## config.mk

```make
export PLATFORM = sky130hd
export DESIGN_NAME = app_touch_sense
export DESIGN_NICKNAME = d
export VERILOG_FILES = /design/src/hw/app_bus_pkg.sv /design/src/hw/app_map_pkg.sv /design/src/hw/app_touch_sense.sv
export VERILOG_INCLUDE_DIRS = /design/src /design/src/hw
export SDC_FILE = /design/constraint.sdc
export NUM_CORES = 1
export LEC_CHECK = 0
export BUFFER_PORTS_ARGS = -buffer_cell sky130_fd_sc_hd__buf_2
export CELL_PAD_IN_SITES_DETAIL_PLACEMENT = 2
export CELL_PAD_IN_SITES_GLOBAL_PLACEMENT = 2
export CORE_MARGIN = 3
export CORE_UTILIZATION = 10
export DETAILED_ROUTE_END_ITERATION = 8
export PLACE_DENSITY = 0.87
export SETUP_SLACK_MARGIN = 0.3
export SYNTH_ARGS = -nofsm -noshare
export SYNTH_HDL_FRONTEND = slang
export SYNTH_SLANG_ARGS = --single-unit
```

## constraint.sdc

```tcl
create_clock -name clk -period 1.65 [get_ports clk]
set_input_delay 0 -clock clk [delete_from_list [all_inputs] [get_ports clk]]
set_output_delay 0 -clock clk [all_outputs]
set_load 0.02 [all_outputs]
```

## src/hw/app_soc_settings.svh

```systemverilog
/*
 * Application subsystem settings
 * Memory sizes and address map field positions
 */

`ifndef APP_SOC_SETTINGS_SVH
`define APP_SOC_SETTINGS_SVH

// Memory sizes in words
`define APP_ROM_ADDR_BITS 8
`define APP_ROM_DEPTH     (1 << `APP_ROM_ADDR_BITS)
`define APP_RAM_ADDR_BITS 10
`define APP_RAM_DEPTH     (1 << `APP_RAM_ADDR_BITS)

// Address map fields
`define APP_AREA_MSB      31
`define APP_AREA_LSB      30
`define APP_CORE_MSB      29
`define APP_CORE_LSB      24
`define APP_WORD_LSB      2
`define APP_REG_ADDR_BITS 8

// Upper half of every ROM word
`define APP_ROM_TAG       16'hC0DE

`endif

```

## src/hw/app_bus_pkg.sv

```systemverilog
/*
 * Bus transfer types
 * Master request, decoder response and per-target bundles
 */

`include "app_soc_settings.svh"

`default_nettype none

package app_bus_pkg;

  // Request as issued by the bus master
  typedef struct packed {
    logic        valid;
    logic [3:0]  wstrb;
    logic [31:0] addr;
    logic [31:0] wdata;
  } bus_req_t;

  // Registered response back to the master
  typedef struct packed {
    logic        ready;
    logic [31:0] rdata;
  } bus_rsp_t;

  // What one target sees, word address only
  typedef struct packed {
    logic                          cs;
    logic [3:0]                    we;
    logic [`APP_RAM_ADDR_BITS-1:0] addr;
    logic [31:0]                   wdata;
  } tgt_req_t;

  typedef struct packed {
    logic        ready;
    logic [31:0] read_data;
  } tgt_rsp_t;

endpackage

`default_nettype wire

```

## src/hw/app_map_pkg.sv

```systemverilog
/*
 * Address map and state encodings
 */

`include "app_soc_settings.svh"

`default_nettype none

package app_map_pkg;

  // Top level areas, address bits 31:30
  typedef enum logic [1:0] {
    AREA_ROM      = 2'd0,
    AREA_RAM      = 2'd1,
    AREA_RESERVED = 2'd2,
    AREA_MMIO     = 2'd3
  } area_e;

  // MMIO cores, address bits 29:24
  typedef enum logic [5:0] {
    CORE_TIMER = 6'h01,
    CORE_TOUCH = 6'h04
  } core_e;

  typedef enum logic [`APP_REG_ADDR_BITS-1:0] {
    TMR_CTRL      = 'd0,
    TMR_STATUS    = 'd1,
    TMR_PRESCALER = 'd2,
    TMR_VALUE     = 'd3
  } timer_reg_e;

  typedef enum logic [1:0] {
    TOUCH_IDLE,
    TOUCH_LATCHED,
    TOUCH_WAIT_RELEASE
  } touch_state_e;

endpackage

`default_nettype wire

```

## src/hw/app_touch_sense.sv

```systemverilog
/*
 * Touch sense core
 * Latches a touch event until software clears it with a write
 */

`include "app_soc_settings.svh"

`default_nettype none

module app_touch_sense
  import app_bus_pkg::*;
  import app_map_pkg::*;
(
  input  wire           clk,
  input  wire           reset_n,
  input  wire logic     touch_event,
  input  wire tgt_req_t req,
  output tgt_rsp_t      rsp
);

  logic [1:0]   sync_q;
  logic         touch_prev;
  touch_state_e state;
  logic         wr;

  assign wr = req.cs && (|req.we);

  // Two-flop synchronizer plus one stage for edge detect
  always_ff @(posedge clk) begin
    if (!reset_n) begin
      sync_q     <= '0;
      touch_prev <= 1'b0;
    end else begin
      sync_q     <= {sync_q[0], touch_event};
      touch_prev <= sync_q[1];
    end
  end

  // --------------------------------------------------
  // Event FSM
  // --------------------------------------------------
  always_ff @(posedge clk) begin
    if (!reset_n) begin
      state <= TOUCH_IDLE;
    end else if (wr) begin
      state <= TOUCH_WAIT_RELEASE;
    end else begin
      case (state)
        TOUCH_IDLE: if (sync_q[1] && !touch_prev) state <= TOUCH_LATCHED;
        TOUCH_WAIT_RELEASE: if (!sync_q[1]) state <= TOUCH_IDLE;
        default: state <= state;
      endcase
    end
  end

  // Status register at offset 0
  assign rsp.read_data = (req.addr[`APP_REG_ADDR_BITS-1:0] == '0) ?
                         {31'b0, state == TOUCH_LATCHED} : '0;
  assign rsp.ready     = req.cs;

endmodule

`default_nettype wire

```

==> impl_metrics.ini, run 1 <==
[critical_path]
cp-end-kind = output port
critPathLaunchType = flop
r2r_cells = 3
worstPathMaxFanout = 3
slowest_delay_ns = 0.49
crit_arrival_ns = 1.41
timing.critical_path.buf_inv = 1
path_delay_family = simple AND/OR/NAND/NOR gates
crit_required_ns = 1.65
slowest_stage = or4b_4
reg2reg_to = state[0]
path_class = reg2out
r2r-start = state[1]
r2r_setup_slack_ns = 0.78
crit_path_cell_trace = or4b_4, nor4_4, buf_4

[clocking]
cts_buffer_depth = 2
clkSinkCount = 5
clk_latency_ns = 0.22
h-tree-depth = 1
cts_buffers = 3
ctsRootBufferMaster = clkbuf_8
cts_tree = built
path_clk_slew_ns = 0.04
hold_buffers = 0

[route]
drt_iter0_drc = 1
routed_wl_um = 941
vias_per_cell = 2.60
vias = 309
wl_per_cell_um = 7.91
detail_route.first_pass.iterations = 2
post-route-drc-count = 0
final_antenna_net_count = 0

[global_route]
grt_max_degree = 6
grt_usage = 0.0356
gr-total-overflow = 0
first_global_vias = 296
grt_pass1_wl_um = 1370
antenna_found_initial = 0

[synthesis]
syn_area_um2 = 435
synth_top_area_share = 0.552
synth.most_common_cell = buf_4
synthFlopType = dfxtp_1
synth_cells = 49
syn_avg_cell_area_um2 = 8.89
yosys_register_bits = 5
ys_seq_area_frac = 0.230
ys_top_cells_by_area = buf_4 (55%), dfxtp_1 (23%), and2_1 (4.3%)
ys_warn_count = 0
netlist_top_cells_count = buf_4 (32), dfxtp_1 (5), and2_1 (3)
synth_area_leader_cell = buf_4
synth-edff-count = 0
async_flop_share = 0
ys_types = 12

[placement]
dp_worst_setup_slack_ns = 0.457
gp_congestion = 0.637
dp_cells = 114
numPortBuffers = 17

[flow_run]
max-cap-violations = 0

[floorplanning]
fp.dieW_um = 72.0
initial_core_util = 0.107
boundaryPins = 83
core_area_mm2 = 0.00409
die_y_um = 72.0
rows = 23
dieArea_mm2 = 0.00518

[cells_and_area]
area_growth_syn_to_layout_pct = 20.7
fin_nets = 120
diodes = 0
drive_gt1_frac = 0.377
stdcell_count = 119
fin_util = 0.129

[min_path]
worstHoldStart = touch_event
holdPathStages = 2
hold_class = in2reg
holdPathEnd = sync_q[0]

[pwr]
p_int_w = 0.000313
comb_power_share = 0.216
netSwitchingFraction = 0.306
cellLeakagePower_nw = 0.278
power_w = 0.000451
p_sw_w = 0.000138
peakVddDrop_mv = 0.478
power_frac_seq = 0.287
power_density_mw_per_mm2 = 859
pwr-share-clk = 0.496

[sta]
worst_pin_slew_ns = 0.579
fmax_ghz = 0.710
setup-tns-final_ns = 0
fin_crit_ns = 1.41
finClkSkew_ns = 0.000125
rsz0062_at_grt = true
hold_violations = 0
setup_viol = 0
final_max_slew_viol_count = 0
finalWorstSetupSlack_ns = 0.241
relSlewSlack = 0.609
post-route-period-util = 0.854

[outcome]
status = finished clean
==> sequential cells by signal, indices dropped and copies added, names as in the netlist <==
register and count:
touch_prev 1, sync_q 2, state 2
==> timing repair <==
item	CTS	global route
setup buffers	0	1
setup endpoints to repair	1	1
gates resized for setup	1	4
hold endpoints to repair	0	0
pin swaps	0	2
==> power groups by stage <==
| stage | clock [W] | combinational (W) | sequential [W] |
|---|---|---|---|
| 2_1_floorplan | 0 | 0.000128 | 0.000130 |
| 3_3_place_gp | 0 | 0.0000897 | 0.000131 |
| 3_5_place_dp | 0 | 0.0000923 | 0.000131 |
| 4_1_cts | 0.000234 | 0.0000925 | 0.000130 |
| 5_1_grt | 0.000242 | 0.000106 | 0.000131 |
| 6_report | 0.000224 | 0.0000976 | 0.000130 |
==> layer usage <==
layer	part of all wire	vias to the layer above	global-route usage
met3	0.15	0	0.0263
met4	0	0	0.00626
met5	0	-	0
met2	0.53	26	0.0653
li1	-	138	-
met1	0.31	145	0.0316
==> cell type report <==
class | instances | area, um^2
fill | 502 | 3560
clock buffer | 4 | 45.0
tap | 50 | 62.6
multi-input combinational | 42 | 220
sequential | 5 | 103
timing repair buffer | 18 | 95.1
==> worst register-to-register path: stages (launching register included) <==
cell and delay, ns:
dfxtp_2 0.31, buf_4 0.12, nor3b_1 0.20, o211a_1 0.17
==> worst max-delay path by stage <==
| stage | start | to | cells past startpoint |
|---|---|---|---|
| 2_1_floorplan | state[1] | rsp[0] | 2 |
| 5_1_grt | state[1] | rsp[0] | 3 |
| 3_3_place_gp | state[1] | rsp[0] | 3 |
| 4_1_cts | state[1] | rsp[0] | 3 |
| 6_report | state[1] | rsp[0] | 3 |
| 3_5_place_dp | state[1] | rsp[0] | 3 |
==> cell families after synthesis <==
family                 count (synthesis)  share of synthesized area
AO/OA/AOI/OAI                          4                     0.0718
buffers and inverters                 32                      0.552
AND/OR/NAND/NOR                        7                      0.138
flip-flops                             5                      0.230
other                                  1                    0.00861
==> cells in the final DEF, fill, tap and decap left out <==
cell type / n
buf_4: 2
or4_4: 1
clkbuf_1: 1
nor3b_1: 1
conb_1: 31
o21ai_0: 1
dfxtp_1: 3
nor4_4: 1
a21boi_1: 1
or4b_4: 1
o41ai_1: 1
o211a_1: 1
buf_2: 16
and2_1: 3
dfxtp_2: 2
clkbuf_8: 3
==> stage by stage <==
step / hold slack (ns) / instance area (um^2)
CTS: 0.00692 / 503
global route: 0.0229 / 526
floorplan: 0.0523 / 548
finish: 0.00696 / 526
global placement: 0.209 / 455
detailed placement: 0.220 / 455
(Power assumes the default switching activity.)
==> inputs of run 2 (changes only) <==
- ABC_AREA: unset -> 1
- CORE_MARGIN: 3 -> unset
==> run 2 against run 1 <==
  * Count of clock-buffer cells in the layout stayed put
  * Register-to-register slack improved by 0.16 ns
  * Die area shrank 5.6%
  * Critical endpoint unchanged
  * Routed wire length down 9.7%
  * First-iteration DRC count up 100%
  * Non-clock buffer count stayed put
  * Synthesized cell count increased by 33%
  * Clock skew increased by 0.0042 ns
  * Cell count grew 15%
==> impl_metrics.ini, run 2 <==
[cells_and_area]
fin_nets = 136
diodes = 0
multiInputGateArea_um2 = 208
layout_common_cells = conb_1 (31), buf_2 (17), nor2_1 (7), inv_1 (7), nand2_1 (6)
n_fill_cell = 551
final_common_cell = conb_1
drive_gt1_frac = 0.271
register_area_um2 = 100
reg.largest.list = state: 2 flops, sync_q: 2 flops, touch_prev: 1 flops
area_growth_syn_to_layout_pct = 16.8
fin_util = 0.123

[placement]
gp_congestion = 0.630
dp_hpwl_um = 769
numPortBuffers = 17
dp_worst_setup_slack_ns = 0.897

[critical_path]
worstPathMaxFanout = 2
crit_required_ns = 1.65
crit_arrival_ns = 0.97
r2r-start = state[1]
r2r_cells = 5
cp-end-kind = output port
path_class = reg2out
critPathLaunch = state[1]
critPathLaunchType = flop

[floorplanning]
die_y_um = 69.9
rows = 24
fp.dieW_um = 69.9
dieArea_mm2 = 0.00489
boundaryPins = 83
core_area_mm2 = 0.00438
initial_core_util = 0.105

[route]
drt_iter0_drc = 2
wl_per_cell_um = 6.20
routed_wl_um = 850
vias = 358
vias_per_cell = 2.61
post-route-drc-count = 0
final_antenna_net_count = 0
detail_route.first_pass.iterations = 2

[synthesis]
synthFlopType = dfxtp_1
synth_cells = 65
ys_seq_area_frac = 0.217
syn_avg_cell_area_um2 = 7.10
ys_types = 12
synth.most_common_cell = buf_4
async_flop_share = 0
netlist_top_cells_count = buf_4 (32), inv_1 (7), nor2_1 (7), nand2_1 (6), dfxtp_1 (5)
synth-edff-count = 0
ys_warn_count = 0
synth_top_area_share = 0.520
yosys_register_bits = 5
ys_top_cells_by_area = buf_4 (52%), dfxtp_1 (22%), inv_1 (5.7%)
syn_area_um2 = 462
synth_area_leader_cell = buf_4

[sta]
hold_violations = 0
rsz0062_at_grt = false
fmax_ghz = 1.03
finalWorstSetupSlack_ns = 0.683
post-route-period-util = 0.586
setup_viol = 0
final_max_slew_viol_count = 0
finClkSkew_ns = 0.00429
fin_crit_ns = 0.967
setup-tns-final_ns = 0

[pwr]
netSwitchingFraction = 0.314
power_density_mw_per_mm2 = 848
p_sw_w = 0.000144
pwr-share-clk = 0.496
power_w = 0.000457
p_int_w = 0.000314
cellLeakagePower_nw = 0.309
power_frac_seq = 0.282
comb_power_share = 0.222
peakVddDrop_mv = 0.426

[global_route]
grt_usage = 0.0353
gr-total-overflow = 0
grt_pass1_wl_um = 1350
antenna_found_initial = 0
first_global_vias = 340
grt_max_degree = 6

[clocking]
clk_latency_ns = 0.22
cts_tree = built
clkSinkCount = 5
h-tree-depth = 1
ctsRootBufferMaster = clkbuf_8
cts_setup_buffers = 0
cts_buffer_depth = 2
cts_buffers = 3
path_clk_slew_ns = 0.04

[min_path]
holdPathStages = 3
hold_class = in2reg
worstHoldStart = reset_n

[flow_run]
max-cap-violations = 0

[outcome]
status = finished clean
-- run 2: cell types whose count changed after synthesis, sizes merged, moves of 3 or more --
cell	change
and2	-3
nand2	+8
inv	+7
nor2	+8
-- run 2: layout make-up --
type | instances | area share
Clock buffer | 4 | 0.0835
Inverter | 7 | 0.0487
Multi-Input combinational cell | 51 | 0.385
Sequential cell | 5 | 0.186
Tap cell | 52 | 0.121
Timing Repair Buffer | 18 | 0.176
-- run 2: stage by stage --
| step | instances | hold WS [ns] | cell area (um^2) |
|---|---|---|---|
| finish | 137 | 0.0428 | 539 |
| global route | 137 | 0.0636 | 539 |
| CTS | 137 | 0.0459 | 539 |
| detailed placement | 132 | 0.197 | 484 |
| global placement | 132 | 0.185 | 484 |
| floorplan | 95 | 0.0935 | 574 |
-- run 2: cell families after synthesis --
group                  after synthesis  share of synthesized area
AO/OA/AOI/OAI                        2                     0.0217
buffers and inverters               39                      0.577
flip-flops                           5                      0.217
other                                1                    0.00812
AND/OR/NAND/NOR                     18                      0.176
-- run 2: per-layer routing --
| layer | wire length (um) | vias up | track usage |
|---|---|---|---|
| li1 | - | 168 | - |
| met1 | 280 | 163 | 0.0332 |
| met2 | 453 | 27 | 0.0641 |
| met3 | 116 | 0 | 0.0231 |
| met4 | 0 | 0 | 0.00667 |
| met5 | 0 | - | 0 |
-- run 2: path summary, 6_finish.rpt --
kind	endpoint	slack (ns)
hold reg to reg	sync_q[1]	0.42
hold / removal	sync_q[0]	0.04
setup reg to reg	state[0]	0.94
setup / recovery	rsp[0]	0.68
-- run 2: critical path, stage by stage (launching register included) --
cell and delay, ns:
dfxtp_1 0.30, inv_1 0.08, nand4_1 0.10, nor2_1 0.10, buf_2 0.17
-- run 2: timing repair --
item / CTS / global route
hold buffers: 1 / 0
hold endpoints to repair: 1 / 0
resized for setup: 0 / 0
setup endpoints to repair: 0 / 0
-- run 2: power by group through the flow --
stage | clock network [W] | logic, W | registers (W)
2_1_floorplan | 0 | 0.000134 | 0.000130
3_3_place_gp | 0 | 0.0000971 | 0.000131
3_5_place_dp | 0 | 0.0000992 | 0.000131
4_1_cts | 0.000235 | 0.000101 | 0.000129
5_1_grt | 0.000249 | 0.000111 | 0.000129
6_report | 0.000227 | 0.000102 | 0.000129
