$ cat src/hw/app_soc_settings.svh
/*
 * Application subsystem settings
 * Memory sizes and address map field positions
 */

`ifndef APP_SOC_SETTINGS_SVH
`define APP_SOC_SETTINGS_SVH

// Memory sizes in words
`define APP_ROM_ADDR_BITS 8
`define APP_ROM_DEPTH     (1 << `APP_ROM_ADDR_BITS)
`define APP_RAM_ADDR_BITS 10
`define APP_RAM_DEPTH     (1 << `APP_RAM_ADDR_BITS)

// Address map fields
`define APP_AREA_MSB      31
`define APP_AREA_LSB      30
`define APP_CORE_MSB      29
`define APP_CORE_LSB      24
`define APP_WORD_LSB      2
`define APP_REG_ADDR_BITS 8

// Upper half of every ROM word
`define APP_ROM_TAG       16'hC0DE

`endif

$ cat src/hw/app_bus_pkg.sv
/*
 * Bus transfer types
 * Master request, decoder response and per-target bundles
 */

`include "app_soc_settings.svh"

`default_nettype none

package app_bus_pkg;

  // Request as issued by the bus master
  typedef struct packed {
    logic        valid;
    logic [3:0]  wstrb;
    logic [31:0] addr;
    logic [31:0] wdata;
  } bus_req_t;

  // Registered response back to the master
  typedef struct packed {
    logic        ready;
    logic [31:0] rdata;
  } bus_rsp_t;

  // What one target sees, word address only
  typedef struct packed {
    logic                          cs;
    logic [3:0]                    we;
    logic [`APP_RAM_ADDR_BITS-1:0] addr;
    logic [31:0]                   wdata;
  } tgt_req_t;

  typedef struct packed {
    logic        ready;
    logic [31:0] read_data;
  } tgt_rsp_t;

endpackage

`default_nettype wire

$ cat src/hw/app_map_pkg.sv
/*
 * Address map and state encodings
 */

`include "app_soc_settings.svh"

`default_nettype none

package app_map_pkg;

  // Top level areas, address bits 31:30
  typedef enum logic [1:0] {
    AREA_ROM      = 2'd0,
    AREA_RAM      = 2'd1,
    AREA_RESERVED = 2'd2,
    AREA_MMIO     = 2'd3
  } area_e;

  // MMIO cores, address bits 29:24
  typedef enum logic [5:0] {
    CORE_TIMER = 6'h01,
    CORE_TOUCH = 6'h04
  } core_e;

  typedef enum logic [`APP_REG_ADDR_BITS-1:0] {
    TMR_CTRL      = 'd0,
    TMR_STATUS    = 'd1,
    TMR_PRESCALER = 'd2,
    TMR_VALUE     = 'd3
  } timer_reg_e;

  typedef enum logic [1:0] {
    TOUCH_IDLE,
    TOUCH_LATCHED,
    TOUCH_WAIT_RELEASE
  } touch_state_e;

endpackage

`default_nettype wire

$ cat src/hw/app_timer.sv
/*
 * Down-counting timer with prescaler
 * Stops by itself when the value reaches zero
 */

`include "app_soc_settings.svh"

`default_nettype none

module app_timer
  import app_bus_pkg::*;
  import app_map_pkg::*;
(
  input  wire           clk,
  input  wire           reset_n,
  input  wire tgt_req_t req,
  output tgt_rsp_t      rsp
);

  timer_reg_e  reg_sel;
  logic        wr;
  logic        running;
  logic [31:0] prescaler;
  logic [31:0] value;
  logic [31:0] presc_cnt;

  assign reg_sel = timer_reg_e'(req.addr[`APP_REG_ADDR_BITS-1:0]);
  assign wr      = req.cs && (|req.we);

  // --------------------------------------------------
  // Control and count
  // --------------------------------------------------
  always_ff @(posedge clk) begin
    if (!reset_n) begin
      running   <= 1'b0;
      prescaler <= '0;
      value     <= '0;
      presc_cnt <= '0;
    end else if (wr && reg_sel == TMR_CTRL) begin
      running   <= req.wdata[0];
      presc_cnt <= '0;
    end else if (running) begin
      if (value == '0) begin
        running <= 1'b0;
      end else if (presc_cnt == prescaler) begin
        presc_cnt <= '0;
        value     <= value - 1'b1;
        running   <= (value != 32'd1);
      end else begin
        presc_cnt <= presc_cnt + 1'b1;
      end
    end else if (wr && reg_sel == TMR_PRESCALER) begin
      prescaler <= req.wdata;
    end else if (wr && reg_sel == TMR_VALUE) begin
      value <= req.wdata;
    end
  end

  always_comb begin
    case (reg_sel)
      TMR_CTRL, TMR_STATUS: rsp.read_data = {31'b0, running};
      TMR_PRESCALER:        rsp.read_data = prescaler;
      TMR_VALUE:            rsp.read_data = value;
      default:              rsp.read_data = '0;
    endcase
  end

  assign rsp.ready = req.cs;

endmodule

`default_nettype wire

$ cat config.mk
export PLATFORM = sky130hd
export DESIGN_NAME = app_timer
export DESIGN_NICKNAME = d
export VERILOG_FILES = /design/src/hw/app_bus_pkg.sv /design/src/hw/app_map_pkg.sv /design/src/hw/app_timer.sv
export VERILOG_INCLUDE_DIRS = /design/src /design/src/hw
export SDC_FILE = /design/constraint.sdc
export NUM_CORES = 1
export LEC_CHECK = 0
export ABC_AREA = 1
export BUFFER_PORTS_ARGS = -buffer_cell sky130_fd_sc_hd__buf_2
export CORE_UTILIZATION = 30
export CTS_BUF_LIST = sky130_fd_sc_hd__clkbuf_8
export DETAILED_ROUTE_END_ITERATION = 8
export MAX_ROUTING_LAYER = met4
export PLACE_DENSITY = 0.58
export SYNTH_ARGS = -nofsm -noshare
export SYNTH_HDL_FRONTEND = slang
export SYNTH_SLANG_ARGS = --single-unit
$ cat constraint.sdc
create_clock -name clk -period 2.3 [get_ports clk]
set_input_delay 0.115 -clock clk [delete_from_list [all_inputs] [get_ports clk]]
set_output_delay 0.115 -clock clk [all_outputs]
set_load 0.005 [all_outputs]
==> out/metrics.yaml, run 1 <==
worst_setup_path:
  crit_path_top_delay_cell: "dfxtp_1"
  crit_type: "register to register"
  path_max_fanout: 14
  worstSetupStartpoint: "value[0]"
  critPathTopFamily: "simple AND/OR/NAND/NOR gates"
  reg2reg_from: "value[0]"
  path_common_cell: "nor2_4"
  rr_worst_depth: 12
  worstPathCellList: "inv_1 > ha_1 > nand2_1 > nor2_4 > nand2_4 > nor2_4 > nor2_4 > inv_4 > o21ai_4 > inv_2 > o21ai_0 > nor2_1"
  path_buf_inv: 3
  worstSetupStartpointType: "register"
  worst_path_largest_cell_delay_ns: 0.35
  worstPathRequired_ns: 2.64
  worstPathArrival_ns: 2.42
  endpoint_kind: "register"
  cp.depth: 12
finish:
  nets: 1182
  mostFrequentLayoutCells: "nand2_1, nor2_1, inv_1, dfxtp_1, buf_2"
  layout_commonest_cell: "nand2_1"
  drive_above_1_share: 0.1233
  fill_cells: 2331
  diodes: 0
  syn_to_final_growth_pct: 14.50
timing:
  rsz0062_at_grt: "no"
  setup_violations: 0
  hold_viol: 0
  relSlewSlack: 0.4244
  slew_viol_final: 0
  fin_tns_setup_ns: 0
  period_share: 0.9042
  finalCriticalPeriod_ns: 2.080
  worst_slew_pin_slew_ns: 0.8624
  fmax_mhz: 480.8
  skew_ns: 0.01690
detailed_routing:
  vias_per_cell: 4.757
  drt-pass1-iter-count: 5
  dr.first_iter.drc_count: 466
  vias: 6708
  routed_wl_mm: 20.53
  wl_per_cell_um: 14.56
  route.detailed.drc: 0
  detail-route-antenna-nets: 0
clock_network:
  htreeDepth: 3
  clock_sinks: 97
  worstSkewPairLatency_ns: 0.40
  cts_root_buf: "clkbuf_8"
  path_clk_slew_ns: 0.11
  numCtsBuffers: 9
  cts_tree: "built"
  cts_buffer_depth: 2
  post_cts_buffers: 0
worst_hold_path:
  hold_start: "req[3]"
  holdPathStages: 3
  min_path_type: "input pin to register"
yosys:
  synthMuxAreaShare: 0
  synth_top_family_by_area: "simple AND/OR/NAND/NOR gates"
  yosys_warnings: 0
  synth_fa_ha_area_frac: 0.005839
  synth_xor_area_frac: 0.05450
  syn_avg_cell_area_sq_um: 6.076
  synth-compound-area-share: 0.1168
  netlist_area_sq_mm: 0.006429
  synth-seq-cells: 97
  synth.distinct_cells: 45
  seq_area_frac_synth: 0.3021
  synthCells: 1058
  synthesis.nets: 1110
  synthSimpleGateAreaFrac: 0.4103
global_routing:
  antenna_found_initial: 0
  grt_max_degree: 39
  grt_pass1_vias: 6129
  grtUsageTotal: 0.1991
  overflow: 0
  grt_pass1_wl_mm: 33.01
job:
  max_cap_violations: 0
floorplan:
  die-area_sq_mm: 0.02202
  dieHeight_um: 148.4
  num_rows: 53
  die-width_um: 148.4
  initial_core_util: 0.3058
  coreArea_sq_mm: 0.02102
  boundaryPins: 82
pwr:
  power_mw: 3.158
  p_per_area_mw_per_mm2: 429.1
  leakagePower_nw: 3.303
  peakVddDrop_v: 0.0002615
outcome:
  status: "finished, final reports clean"
placed_design:
  gp_congestion: 0.9615
  hpwl_mm: 16.05
  portBuffers: 79
==> synthesized netlist by cell type (all sizes together) <==
cell type	count	area, sq um
a31oi	4	25.02
a211oi	19	142.6
xnor2	26	227.7
o21ai	56	291.5
xor2	14	122.6
nor3b	3	22.52
nor2	225	884.6
and2	2	12.51
a22oi	1	7.510
buf	22	156.4
nor3	41	210.2
nand3b	1	7.510
o22ai	19	118.9
o31ai	1	7.510
nand3	65	330.3
and3	1	6.260
dfxtp	97	1942
nand2	259	989.7
ha	3	37.54
o221ai	1	8.760
o21bai	2	15.01
or2	2	15.02
a21o	1	7.510
clkinv	1	3.750
nand4	18	112.6
clkbuf	19	71.32
nor4	5	46.29
inv	127	479.2
a21oi	23	126.4
==> worst paths after layout <==
path	slack [ns]	endpoint
worst max-delay path	0.22	presc_cnt[8]
worst min-delay path	0.02	prescaler[3]
worst max register to register	0.22	presc_cnt[8]
worst min register to register	0.51	prescaler[30]
==> worst min-delay path, cell delays in order <==
cell and delay (ns):
buf_2 0.09, inv_1 0.09, a211oi_1 0.08
==> power by group <==
part           internal, mW  switching (mW)
Combinational        0.0853           0.157
Clock                 0.535           0.696
Sequential             1.68         0.00362
Total                  2.30           0.857
==> timing repair <==
| action | 4_1_cts | 5_1_grt |
|---|---|---|
| setup endpoints to repair | 0 | 8 |
| hold endpoints to repair | 2 | 0 |
| hold buffers | 2 | 0 |
| resized for setup | 0 | 2 |
==> per-stage QoR <==
stage | std cells | hold WS (ns) | area [sq um] | utilization | worst slack [ns]
2_1_floorplan | 1058 | 0.2681 | 6429 | - | 0.4741
3_3_place_gp | 1392 | 0.4086 | 7129 | 0.3391 | 0.2131
3_5_place_dp | 1392 | 0.4109 | 7129 | 0.3391 | 0.1840
4_1_cts | 1410 | 0.007990 | 7353 | 0.3498 | 0.1624
5_1_grt | 1410 | 0.02391 | 7361 | 0.3502 | 0.03199
6_report | 1410 | 0.01720 | 7361 | 0.3502 | 0.2202
==> routing by layer <==
layer / global-route usage / wire, um
met5: - / 0
met4: 0.08660 / 614
met3: 0.01810 / 701
met2: 0.3162 / 9608
met1: 0.2574 / 9603
==> sequential cells by signal, indices dropped and copies added, names as in the netlist <==
signal     count
prescaler     32
presc_cnt     32
running        1
value         32
==> final cells by class <==
| cell class | count | area [sq um] | area share |
|---|---|---|---|
| sequential | 97 | 1943 | 0.2640 |
| clock buffer | 10 | 137.6 | 0.01870 |
| timing repair buffer | 102 | 598.1 | 0.08125 |
| multi-input combinational | 792 | 3789 | 0.5147 |
| tap | 275 | 344.1 | 0.04674 |
| clock inverter | 6 | 66.31 | 0.009009 |
| inverter | 128 | 483.0 | 0.06561 |
==> kinds of logic after synthesis <==
kind of cell,after synthesis
AOI/OAI and AO/OA,127
xor gates and xnor gates,40
adders and majority gates,3
DFF,97
buffers and inverters,169
and+or+nand+nor,622
(Power assumes the default switching activity.)
==> run 2: changes to the inputs <==
- RECOVER_POWER: default -> 25
==> run 2 against run 1 <==
Sequential power about the same. Critical endpoint unchanged. Worst setup slack got worse by 0.0035 ns. Combinational power about the same. First-iteration DRC count is the same. Total power increased by 0.13%. Design area shrank 0.22%. Largest cell class unchanged. Die area is the same.
==> out/metrics.yaml, run 2 (synthesized netlist as in run 1, its figures left out) <==
outcome:
  status: "finished, final reports clean"
global_routing:
  grt_max_degree: 39  # unchanged
  grt_pass1_vias: 6129  # unchanged
  antenna_found_initial: 0  # unchanged
  overflow: 0  # unchanged
  grtUsageTotal: 0.1991  # unchanged
  grt_pass1_wl_mm: 33.01  # unchanged
clock_network:
  cts_buffer_depth: 2  # unchanged
  cts_root_buf: "clkbuf_8"
  htreeDepth: 3  # unchanged
  worstSkewPairLatency_ns: 0.40  # about the same
  numCtsBuffers: 9  # unchanged
  path_clk_slew_ns: 0.11  # about the same
  clock_sinks: 97  # unchanged
  cts_tree: "built"
finish:
  diodes: 0  # unchanged
  register_area_sq_mm: 0.001942  # about the same
  fill_cells: 2333  # +0.086%
  drive_above_1_share: 0.1225  # -0.0008811
  multi_input_area_sq_mm: 0.003789  # unchanged
  top_regs: "presc_cnt x32, prescaler x32, value x32"
  nets: 1182  # unchanged
  layout_commonest_cell: "nand2_1"
  fin_cells: 1410  # unchanged
  syn_to_final_growth_pct: 14.25
  mostFrequentLayoutCells: "nand2_1, nor2_1, inv_1, dfxtp_1, buf_2"
worst_setup_path:
  r2r_end: "presc_cnt[8]"
  path_max_fanout: 14  # unchanged
  crit_type: "register to register"
  endpoint_kind: "register"
  worstPathRequired_ns: 2.64  # about the same
  rr_worst_depth: 12  # unchanged
  reg2reg_from: "value[0]"
  worstPathArrival_ns: 2.43  # about the same
  reg2reg_slack_ns: 0.22  # about the same
  worstSetupStartpointType: "register"
pwr:
  leakagePower_nw: 3.299  # -0.14%
  peakVddDrop_v: 0.0002615  # about the same
  p_per_area_mw_per_mm2: 430.6  # +0.35%
timing:
  period_share: 0.9058  # +0.001534
  finalCriticalPeriod_ns: 2.083  # +0.003528 ns
  skew_ns: 0.01934  # +0.002441 ns
  fin_tns_setup_ns: 0  # unchanged
  rsz0062_at_grt: "no"
  relSlewSlack: 0.4259  # +0.001520
  hold_viol: 0  # unchanged
  slew_viol_final: 0  # unchanged
  setup_violations: 0  # unchanged
  fmax_mhz: 480.0  # -0.17%
  worst_slew_pin_slew_ns: 0.8602  # -0.002276 ns
detailed_routing:
  dr.first_iter.drc_count: 466  # unchanged
  detail-route-antenna-nets: 0  # unchanged
  vias: 6683  # -0.37%
  vias_per_cell: 4.740  # -0.37%
  drt-pass1-iter-count: 5  # unchanged
  routed_wl_mm: 20.54  # about the same
  route.detailed.drc: 0  # unchanged
  wl_per_cell_um: 14.57  # about the same
placed_design:
  portBuffers: 79  # unchanged
  gp_congestion: 0.9615  # unchanged
  hpwl_mm: 16.05  # unchanged
  place_inst: 1392  # unchanged
floorplan:
  initial_core_util: 0.3058  # unchanged
  coreArea_sq_mm: 0.02102  # unchanged
  num_rows: 53  # unchanged
  boundaryPins: 82  # unchanged
  die-width_um: 148.4  # unchanged
  die-area_sq_mm: 0.02202  # unchanged
  dieHeight_um: 148.4  # unchanged
worst_hold_path:
  hold_end: "prescaler[3]"
  min_path_type: "input pin to register"
  holdPathStages: 3  # unchanged
  hold_start: "req[3]"
job:
  max_cap_violations: 0  # unchanged
-- run 2: changes by cell type in the layout (fill, tap and decap cells not counted) --
cell	change
buf_12	-1
buf_4	-1
clkbuf_4	+1
dfxtp_2	-1
clkbuf_2	+1
dfxtp_1	+1
-- run 2: per-layer routing --
layer | GRT usage | vias up | part of all wire
li1 | - | 3524 | -
met5 | - | - | 0
met4 | 0.08660 | 0 | 0.030
met3 | 0.01810 | 39 | 0.032
met2 | 0.3162 | 131 | 0.47
met1 | 0.2574 | 2989 | 0.47
-- run 2: layout make-up --
type | instances | share of cell area
flip-flops and latches | 97 | 0.2644
clock inverters | 6 | 0.009029
repair buffers | 102 | 0.07939
well taps | 275 | 0.04685
multi-input cells | 792 | 0.5158
inverters | 128 | 0.06576
clock buffers | 10 | 0.01874
-- run 2: worst max path at each step --
stage	endpoint	cells after the start	from	slack, ns
CTS	value[10]	10	value[0]	0.16
global placement	value[30]	10	value[0]	0.21
global route	prescaler[20]	5	running	0.02
detailed placement	value[10]	10	value[0]	0.18
floorplan	presc_cnt[9]	13	value[0]	0.47
finish	presc_cnt[8]	12	value[0]	0.22
-- run 2: stage by stage --
step	setup WS, ns	area (sq um)	hold WS [ns]	total power, mW	utilization
floorplan	0.4741	6429	0.2681	1.860	-
detailed placement	0.1840	7129	0.4109	1.961	0.3391
global placement	0.2131	7129	0.4086	1.959	0.3391
CTS	0.1624	7353	0.007990	3.184	0.3498
global route	0.02356	7345	0.02391	3.270	0.3494
finish	0.2167	7345	0.01872	3.162	0.3494
-- run 2: what timing repair did --
action,CTS,global route
buffers inserted,0,0
resized for setup,0,2
hold endpoints to repair,2,0
hold buffers,2,0
setup endpoints to repair,0,8
-- run 2: where the power goes --
group | total (mW) | internal [mW] | leakage, nW | switching (mW)
clock network | 1.23 | 0.535 | 0.0949 | 0.699
registers | 1.69 | 1.68 | 0.781 | 0.00362
logic | 0.243 | 0.0852 | 2.42 | 0.157
total | 3.16 | 2.30 | 3.30 | 0.861
-- run 2: worst max-delay path, cell delays in order (launching register included) --
cell	delay [ns]
dfxtp_1	0.35
inv_1	0.13
ha_1	0.23
nand2_1	0.15
nor2_4	0.17
nand2_4	0.09
nor2_4	0.16
nor2_4	0.06
inv_4	0.17
o21ai_4	0.09
inv_2	0.21
o21ai_0	0.13
nor2_1	0.10
