$ cat src/hw/app_soc_settings.svh
/*
 * Application subsystem settings
 * Memory sizes and address map field positions
 */

`ifndef APP_SOC_SETTINGS_SVH
`define APP_SOC_SETTINGS_SVH

// Memory sizes in words
`define APP_ROM_ADDR_BITS 8
`define APP_ROM_DEPTH     (1 << `APP_ROM_ADDR_BITS)
`define APP_RAM_ADDR_BITS 10
`define APP_RAM_DEPTH     (1 << `APP_RAM_ADDR_BITS)

// Address map fields
`define APP_AREA_MSB      31
`define APP_AREA_LSB      30
`define APP_CORE_MSB      29
`define APP_CORE_LSB      24
`define APP_WORD_LSB      2
`define APP_REG_ADDR_BITS 8

// Upper half of every ROM word
`define APP_ROM_TAG       16'hC0DE

`endif

$ cat src/hw/app_bus_pkg.sv
/*
 * Bus transfer types
 * Master request, decoder response and per-target bundles
 */

`include "app_soc_settings.svh"

`default_nettype none

package app_bus_pkg;

  // Request as issued by the bus master
  typedef struct packed {
    logic        valid;
    logic [3:0]  wstrb;
    logic [31:0] addr;
    logic [31:0] wdata;
  } bus_req_t;

  // Registered response back to the master
  typedef struct packed {
    logic        ready;
    logic [31:0] rdata;
  } bus_rsp_t;

  // What one target sees, word address only
  typedef struct packed {
    logic                          cs;
    logic [3:0]                    we;
    logic [`APP_RAM_ADDR_BITS-1:0] addr;
    logic [31:0]                   wdata;
  } tgt_req_t;

  typedef struct packed {
    logic        ready;
    logic [31:0] read_data;
  } tgt_rsp_t;

endpackage

`default_nettype wire

$ cat src/hw/app_map_pkg.sv
/*
 * Address map and state encodings
 */

`include "app_soc_settings.svh"

`default_nettype none

package app_map_pkg;

  // Top level areas, address bits 31:30
  typedef enum logic [1:0] {
    AREA_ROM      = 2'd0,
    AREA_RAM      = 2'd1,
    AREA_RESERVED = 2'd2,
    AREA_MMIO     = 2'd3
  } area_e;

  // MMIO cores, address bits 29:24
  typedef enum logic [5:0] {
    CORE_TIMER = 6'h01,
    CORE_TOUCH = 6'h04
  } core_e;

  typedef enum logic [`APP_REG_ADDR_BITS-1:0] {
    TMR_CTRL      = 'd0,
    TMR_STATUS    = 'd1,
    TMR_PRESCALER = 'd2,
    TMR_VALUE     = 'd3
  } timer_reg_e;

  typedef enum logic [1:0] {
    TOUCH_IDLE,
    TOUCH_LATCHED,
    TOUCH_WAIT_RELEASE
  } touch_state_e;

endpackage

`default_nettype wire

$ cat src/hw/app_bus_decoder.sv
/*
 * Bus decoder
 * Steers master transfers to ROM, RAM or an MMIO core and registers the reply
 */

`include "app_soc_settings.svh"

`default_nettype none

module app_bus_decoder
  import app_bus_pkg::*;
  import app_map_pkg::*;
(
  input  wire           clk,
  input  wire           reset_n,
  input  wire bus_req_t bus_req,
  output bus_rsp_t      bus_rsp,
  output tgt_req_t      rom_req,
  output tgt_req_t      ram_req,
  output tgt_req_t      timer_req,
  output tgt_req_t      touch_req,
  input  wire tgt_rsp_t rom_rsp,
  input  wire tgt_rsp_t ram_rsp,
  input  wire tgt_rsp_t timer_rsp,
  input  wire tgt_rsp_t touch_rsp
);

  localparam int unsigned WORD_MSB = `APP_RAM_ADDR_BITS + `APP_WORD_LSB - 1;

  area_e                area_prefix;
  logic [$bits(core_e)-1:0] core_prefix;
  tgt_req_t             base_req;
  bus_rsp_t             rsp_d;
  bus_rsp_t             rsp_q;

  assign area_prefix = area_e'(bus_req.addr[`APP_AREA_MSB:`APP_AREA_LSB]);
  assign core_prefix = bus_req.addr[`APP_CORE_MSB:`APP_CORE_LSB];

  // Common part of every target request, cs is added per target
  always_comb begin
    base_req.cs    = 1'b0;
    base_req.we    = bus_req.wstrb;
    base_req.addr  = bus_req.addr[WORD_MSB:`APP_WORD_LSB];
    base_req.wdata = bus_req.wdata;
  end

  // --------------------------------------------------
  // Target select and response mux
  // --------------------------------------------------
  always_comb begin : decode
    rom_req   = base_req;
    ram_req   = base_req;
    timer_req = base_req;
    touch_req = base_req;
    rsp_d     = '0;

    // No select while ready is out, so a held valid completes once
    if (bus_req.valid && !rsp_q.ready) begin
      case (area_prefix)
        AREA_ROM: begin
          rom_req.cs  = 1'b1;
          rsp_d.ready = rom_rsp.ready;
          rsp_d.rdata = rom_rsp.read_data;
        end
        AREA_RAM: begin
          ram_req.cs  = 1'b1;
          rsp_d.ready = ram_rsp.ready;
          rsp_d.rdata = ram_rsp.read_data;
        end
        AREA_MMIO: begin
          case (core_prefix)
            CORE_TIMER: begin
              timer_req.cs = 1'b1;
              rsp_d.ready  = timer_rsp.ready;
              rsp_d.rdata  = timer_rsp.read_data;
            end
            CORE_TOUCH: begin
              touch_req.cs = 1'b1;
              rsp_d.ready  = touch_rsp.ready;
              rsp_d.rdata  = touch_rsp.read_data;
            end
            // Undefined core completes with zero
            default: rsp_d.ready = 1'b1;
          endcase
        end
        // Reserved area completes with zero
        default: rsp_d.ready = 1'b1;
      endcase
    end
  end

  always_ff @(posedge clk) begin
    if (!reset_n) begin
      rsp_q <= '0;
    end else begin
      rsp_q <= rsp_d;
    end
  end

  assign bus_rsp = rsp_q;

endmodule

`default_nettype wire

$ cat config.mk
export PLATFORM = sky130hd
export DESIGN_NAME = app_bus_decoder
export DESIGN_NICKNAME = d
export VERILOG_FILES = /design/src/hw/app_bus_pkg.sv /design/src/hw/app_map_pkg.sv /design/src/hw/app_bus_decoder.sv
export VERILOG_INCLUDE_DIRS = /design/src /design/src/hw
export SDC_FILE = /design/constraint.sdc
export NUM_CORES = 1
export LEC_CHECK = 0
export ABC_CLOCK_PERIOD_IN_PS = 1100
export BUFFER_PORTS_ARGS = -buffer_cell sky130_fd_sc_hd__buf_4
export CAP_MARGIN = 20
export CORE_AREA = 3 3 165 167
export DETAILED_ROUTE_END_ITERATION = 8
export DIE_AREA = 0 0 168 170
export PLACE_DENSITY = 0.51
export SLEW_MARGIN = 20
export SYNTH_ARGS = -nofsm -noshare
export SYNTH_HDL_FRONTEND = slang
export SYNTH_SLANG_ARGS = --single-unit
$ cat constraint.sdc
create_clock -name clk -period 1.1 [get_ports clk]
set_input_delay 0.055 -clock clk [delete_from_list [all_inputs] [get_ports clk]]
set_output_delay 0.055 -clock clk [all_outputs]
set_load 0.01 [all_outputs]
==> summary.txt, run 1 <==
Routing
  – DR DRC count: 0
  – Post-DR wirelength/cell: 16.00 um
  – 1st-iter DRT viols: 52
  – Router iterations before antenna repair: 4
  – Detail Route Antenna Nets: 0
  – Vias per inst: 3.385
  – Via Count: 2339
  – WL final: 11050 um

Setup path
  – CP endpoint kind: output port
  – Setup Crit Path Kind: reg -> out
  – WP depth: 4
  – FF-to-FF setup slack: -230 ps
  – Number of buffers and inverters on the critical path: 2
  – Cell count of the worst reg-to-reg path: 5
  – CP max stage delay: 340 ps
  – FF-to-FF End: bus_rsp[14]$_SDFF_PN0_
  – CP max-delay cell: dfxtp_4
  – Worst-path cell chain: and4b_4, buf_6, and3_4, buf_6
  – Critical R2R Launch: bus_rsp[32]$_SDFF_PN0_
  – CP startpoint kind: flip-flop
  – Crit. Startpoint: bus_rsp[32]$_SDFF_PN0_
  – CP arrival: 1320 ps
  – Worst setup path end: timer_req[46]
  – Top cell by count, worst path: buf_6
  – Req. time, crit path: 1040 ps
  – Delay-heaviest family, CP: simple AND/OR/NAND/NOR gates
  – Worst Path Max Fanout: 2

Yosys
  – Post-Syn Area per Cell: 9.341 um^2
  – Synth top area share: between 40% and 50%
  – Cell area after synthesis: 0.003269 mm^2
  – Dominant cell type by area after synthesis: buf_4
  – Cell variety after synth: 24
  – Synth area leaders: buf_4 42%, dfxtp_1 20%, o22ai_2 11%
  – Register area share after synthesis: 20.21%
  – Synth async-reset ratio: 0%
  – Yosys warns: 0
  – Synth Net Count: between 500 and 600
  – Yosys reg bits: 33
  – Number of enable flip-flop cells after synthesis: 0
  – Synthesized instance count: 350
  – Main flop type after synthesis: dfxtp_1

Final layout
  – P&R area growth vs syn: 23.27%
  – Fill count: 2938
  – Register Area: 664.4 um^2
  – Area occupied by multi-input gates: 0.001159 mm^2
  – # nets final: about 560
  – Max FFs per register: 33
  – Share of cells above drive strength 1: a little over two thirds
  – # diodes: 0

Die
  – Full die area: 0.02856 mm^2
  – # IOs: between 400 and 500
  – Die H: 170 um
  – Chip width: 168 um
  – # rows: 59
  – CORE AREA: 0.02591 mm^2
  – Initial Util: 12.62%

GRT
  – Grt ovf: 0
  – Met3 Resource Use GR: 3.995%
  – M2 GR Usage: between 10% and 20%
  – Gr busiest metal: met2
  – First-pass GRT wire length: 15190 um
  – Antenna violations before repair: 0
  – Largest net degree at the start of global routing: 29
  – GRT Total Usage: 7.154%
  – GR Layer Usage met1: 6.939%
  – Vias in the first global route: about 2400

Timing
  – Fin. Hold Viols: 0
  – Final slew viol count: 0
  – Setup WS post-layout: -271.3 ps
  – Slew @ Worst Pin: around 360 ps
  – Final Cycle Share: 124.7%
  – Setup violators final: 36
  – Slew Limit Headroom: 76.00%
  – Max frequency: ~730 MHz
  – RSZ-0062 raised after global routing: yes
  – Worst clock skew: 4.680 ps
  – Post-layout min period: between 1000 and 1500 ps

Run status
  – Failing checks: negative setup slack
  – Status: finished, violations left

CTS
  – TritonCTS clock tree: yes
  – Bufs on Longest Clock Path: 2
  – Clk sinks: 33
  – Clock H-tree levels: 2
  – Insertion delay to the later sink of the worst-skew pair: roughly 280 ps
  – TritonCTS Buffers: 5
  – Root Driver: clkbuf_16
  – CTS Hold Bufs: 0
  – Reg clk slew, reported paths: 60 ps

Job
  – Maxcap violations: 0

Pwr
  – Cell area power density: 971.0 mW/mm^2
  – Worst vdd ir: 413.8 uV
  – Tot Pwr: 3.913 mW
  – Leak: 1.759 nW

Placed design
  – RD Place Congestion: 0.6123
  – IO Port Bufs: between 150 and 200
  – HPWL Detailed: 8836 um
  – Post-Place Setup Slack: -120.5 ps

Min path
  – Min-Delay Path Class: in -> reg
[metrics by stage]
stage	hold WS [ps]	utilization [%]	setup TNS, ps	instance area (um^2)	std cells
2_1_floorplan	160.7	-	-1778	3287	350
3_3_place_gp	110.2	14.69	-2169	3807	681
3_5_place_dp	110.2	14.69	-2953	3807	681
4_1_cts	17.85	15.50	-7308	4015	691
5_1_grt	43.90	15.55	-9406	4030	691
6_report	33.94	15.55	-6967	4030	691
[synth_stat cells (all sizes together) (2+ instances only)]
master	number
o21ai	2
o22ai	32
clkbuf	3
nor3b	2
nor2b	2
buf	200
and3	2
mux2i	32
a22oi	32
dfxtp	33
[layout make-up]
| class | count | share of cell area (%) |
|---|---|---|
| clock inverters | 1 | 0.7451 |
| clock buffers | 7 | 3.539 |
| well taps | 335 | 10.40 |
| multi-input cells | 114 | 28.75 |
| flip-flops and latches | 33 | 16.49 |
| repair buffers | 201 | 40.08 |
[repair_timing]
item | in CTS | in global routing
pin swaps | 2 | 1
resized for setup | 5 | 4
buffers inserted | 2 | 1
endpoints found under the setup margin | 36 | 36
[how the worst min path moves through the flow]
stage | start | to | depth (start not counted)
6_report | ram_rsp[12] | bus_rsp[12]$_SDFF_PN0_ | 3
5_1_grt | ram_rsp[12] | bus_rsp[12]$_SDFF_PN0_ | 3
4_1_cts | ram_rsp[12] | bus_rsp[12]$_SDFF_PN0_ | 3
3_5_place_dp | bus_req[4] | timer_req[4] | 0
3_3_place_gp | bus_req[4] | timer_req[4] | 0
2_1_floorplan | bus_req[63] | ram_req[46] | 1
[routing by layer]
| metal | share of wire (%) | vias to the layer above |
|---|---|---|
| met1 | 32 | 1019 |
| met4 | 5.1 | 0 |
| met3 | 14 | 75 |
| met2 | 48 | 202 |
| met5 | 0 | - |
| li1 | - | 1043 |
[tightest hold or removal path, cell delays in order]
cell and delay [ps]:
buf_4 80, mux2i_1 70, o22ai_2 80
[cell families after synthesis]
group           after synthesis  synth area share, %
compound gates               67                19.82
buf+inv                     203                45.81
flops                        33                20.21
mux                          32                9.797
simple gates                 15                4.363
[cell usage in the layout (no fill, tap or decap), drive strengths merged, types with 2 or more instances in the layout]
master  synthesis  layout
a22oi          32      32
and3            2       2
buf           200     201
clkbuf          3       7
dfxtp          33      33
mux2i          32      32
nor2b           2       2
nor3b           2       2
o21ai           2       2
o22ai          32      32
[power breakdown]
| group | internal (mW) | switching (mW) |
|---|---|---|
| logic | 0.597 | 0.370 |
| clock network | 1.13 | 0.568 |
| registers | 1.23 | 0.0120 |
| total | 2.96 | 0.950 |
Note: power is estimated with default switching activity, not from simulation.
==> inputs of run 2 (changes only) <==
Settings changed: BUFFER_PORTS_ARGS -buffer_cell sky130_fd_sc_hd__buf_4 to -buffer_cell sky130_fd_sc_hd__buf_2.
==> run 2 against run 1 <==
Compared with the run above: the run still ends with negative setup slack left; power shrank 6.1%; sequential share of layout area rose by 2.2 points; die area is the same; utilization shrank 1.8 points; fmax up 0.62%; critical path type unchanged.
==> summary.txt, run 2 (synthesis results as in run 1) <==
Run status
  – Status: finished, violations left
  – Failing checks: negative setup slack

Setup path
  – Worst-path cell chain: and4b_4, buf_6, and3_4, buf_6
  – CP max-delay cell: dfxtp_4
  – Setup Crit Path Kind: reg -> out
  – Number of buffers and inverters on the critical path: 2 (unchanged)
  – Critical R2R Launch: bus_rsp[32]$_SDFF_PN0_
  – CP startpoint kind: flip-flop
  – Delay-heaviest family, CP: simple AND/OR/NAND/NOR gates
  – Top cell by count, worst path: buf_6
  – FF-to-FF End: bus_rsp[14]$_SDFF_PN0_
  – CP endpoint kind: output port
  – Worst Path Max Fanout: 2 (unchanged)
  – CP max stage delay: 330 ps (about the same)
  – CP arrival: 1310 ps (about the same)
  – Cell count of the worst reg-to-reg path: 5 (unchanged)
  – FF-to-FF setup slack: -220 ps (about the same)
  – Req. time, crit path: 1040 ps (about the same)

Pwr
  – Switching share of total power: 26.48% (+2.2 points)
  – Cell area power density: 1031 mW/mm^2 (+6.2%)
  – Register share of total power: 33.8% (+2.0 points)
  – Worst vdd ir: 396.4 uV (-4.2%)
  – Clock Power Share: 44.6% (+1.1 points)
  – Cell Int Power: 2.701 mW (-8.8%)
  – Sw Pwr: 0.9729 mW (+2.4%)
  – Leak: 1.616 nW (-8.1%)
  – Combinational fraction of design power: 21.5% (-3.2 points)

Placed design
  – Placement Cell Area: 0.003329 mm^2 (-13%)
  – Post-Place Setup Slack: -132.0 ps (-11.50 ps)
  – Dpl cells: 677 (-0.59%)
  – HPWL Detailed: 8497 um (-3.8%)
  – RD Place Congestion: 0.6650 (+8.6%)
  – IO Port Bufs: 179 (unchanged)

Timing
  – Setup WS post-layout: -262.9 ps (+8.382 ps)
  – Post-layout min period: 1363 ps (-8.382 ps)
  – Slew @ Worst Pin: 400.0 ps (+42.71 ps)
  – Final slew viol count: 0 (unchanged)
  – Setup violators final: 36 (unchanged)
  – Fin. Hold Viols: 0 (unchanged)
  – Slew Limit Headroom: 73.13% (-2.9 points)
  – TNS Setup: -6337 ps (+629.3 ps)
  – Worst clock skew: 3.624 ps (-1.056 ps)
  – RSZ-0062 raised after global routing: yes
  – Final Cycle Share: 123.9% (-0.76 points)
  – Max frequency: 733.7 MHz (+0.62%)

Routing
  – Via Count: 2289 (-2.1%)
  – DR DRC count: 0 (unchanged)
  – Post-DR wirelength/cell: 15.21 um (-4.9%)
  – Detail Route Antenna Nets: 0 (unchanged)
  – WL final: 10440 um (-5.6%)
  – Router iterations before antenna repair: 4 (unchanged)
  – Vias per inst: 3.337 (-1.4%)
  – 1st-iter DRT viols: 41 (-21%)

CTS
  – Reg clk slew, reported paths: 60 ps (about the same)
  – Clock H-tree levels: 2 (unchanged)
  – TritonCTS Buffers: 5 (unchanged)
  – Root Driver: clkbuf_16
  – CTS Hold Bufs: 0 (unchanged)
  – Insertion delay to the later sink of the worst-skew pair: 290 ps (about the same)
  – Clk sinks: 33 (unchanged)
  – TritonCTS clock tree: yes
  – Bufs on Longest Clock Path: 2 (unchanged)

GRT
  – GRT Total Usage: 6.782% (-0.37 points)
  – Antenna violations before repair: 0 (unchanged)
  – Vias in the first global route: 2342 (-0.97%)
  – Grt ovf: 0 (unchanged)
  – Largest net degree at the start of global routing: 32 (+10%)
  – First-pass GRT wire length: 14250 um (-6.2%)

Final layout
  – Area occupied by multi-input gates: 0.001180 mm^2 (+1.8%)
  – Share of cells above drive strength 1: 69.80% (+0.14 points)
  – # nets final: 553 (-0.90%)
  – Commonest non-fill, non-tap cell in the layout: buf_2
  – Fin util: 13.75% (-1.8 points)
  – Post-route design area: 0.003562 mm^2 (-12%)
  – Register Area: 664.4 um^2 (unchanged)
  – Max FFs per register: 33 (unchanged)
  – Non-filler cells in the finished layout: 686 (-0.72%)
  – P&R area growth vs syn: 8.955%
  – # diodes: 0 (unchanged)
  – Fill count: 2933 (-0.17%)
  – Commonest cells after routing, fill and taps aside: 177 x buf_2, 32 x a22oi_1, 32 x mux2i_1, 32 x dfxtp_1, 31 x o22ai_2

Die
  – CORE AREA: 0.02591 mm^2 (unchanged)
  – Full die area: 0.02856 mm^2 (unchanged)
  – # rows: 59 (unchanged)
  – Chip width: 168 um (unchanged)
  – Initial Util: 12.62% (unchanged)
  – Die H: 170 um (unchanged)
  – # IOs: 424 (unchanged)

Min path
  – Worst Hold Endpoint: bus_rsp[16]$_SDFF_PN0_
  – Hold depth: 3 (unchanged)
  – Min-Delay Path Class: in -> reg
  – Hold path start: rom_rsp[16]

Job
  – Maxcap violations: 0 (unchanged)
run 2: changes by cell type in the layout (fill, tap and decap cells not counted), sizes merged:
cell,before,now
clkbuf,7,8
bufinv,1,0
buf,201,196
run 2: how the worst max path moves through the flow:
stage	from	slack, ps	endpoint	depth (start not counted)
floorplan	bus_rsp[32]$_SDFF_PN0_	-60	bus_rsp[0]$_SDFF_PN0_	4
global placement	bus_req[57]	-110	bus_rsp[14]$_SDFF_PN0_	5
detailed placement	bus_req[57]	-130	bus_rsp[13]$_SDFF_PN0_	5
CTS	bus_rsp[32]$_SDFF_PN0_	-290	timer_req[46]	4
global route	bus_rsp[32]$_SDFF_PN0_	-320	timer_req[46]	4
finish	bus_rsp[32]$_SDFF_PN0_	-260	timer_req[46]	4
run 2: area by class of cell:
cell class	count	area share, %
Multi-Input combinational cell	114	33.12
Tap cell	335	11.77
Sequential cell	33	18.65
Timing Repair Buffer	196	31.75
Clock buffer	8	4.707
run 2: power groups by stage:
stage                     Combinational, mW  Sequential [mW]  Clock [mW]
after global placement                0.792             1.27           0
after global routing                  0.872             1.25        1.78
final                                 0.791             1.24        1.64
after floorplan                        1.00             1.29           0
after detailed placement              0.794             1.27           0
after CTS                             0.802             1.24        1.78
run 2: routing by layer:
metal  GRT usage [%]  routed length (um)
met5               0                   0
met4           4.269                 580
met3           3.368                1341
met2           11.38                4952
met1           6.725                3563
run 2: worst reg2reg max path, cell delays in order (launching register included):
cell,delay (ps)
dfxtp_4,330
and4b_4,320
buf_4,120
nand3_4,70
buf_12,200
o22ai_1,200
run 2: timing repair:
action / in CTS / in global routing
resized for setup: 7 / 4
buffers inserted: 1 / 0
setup endpoints to repair: 36 / 36
pin swaps: 1 / 0
run 2: per-stage QoR:
stage               hold slack (ps)  power [mW]
detailed placement            110.2       2.064
finish                        46.15       3.674
floorplan                     160.7       2.293
CTS                           24.64       3.824
global route                  42.97       3.901
global placement              110.2       2.062
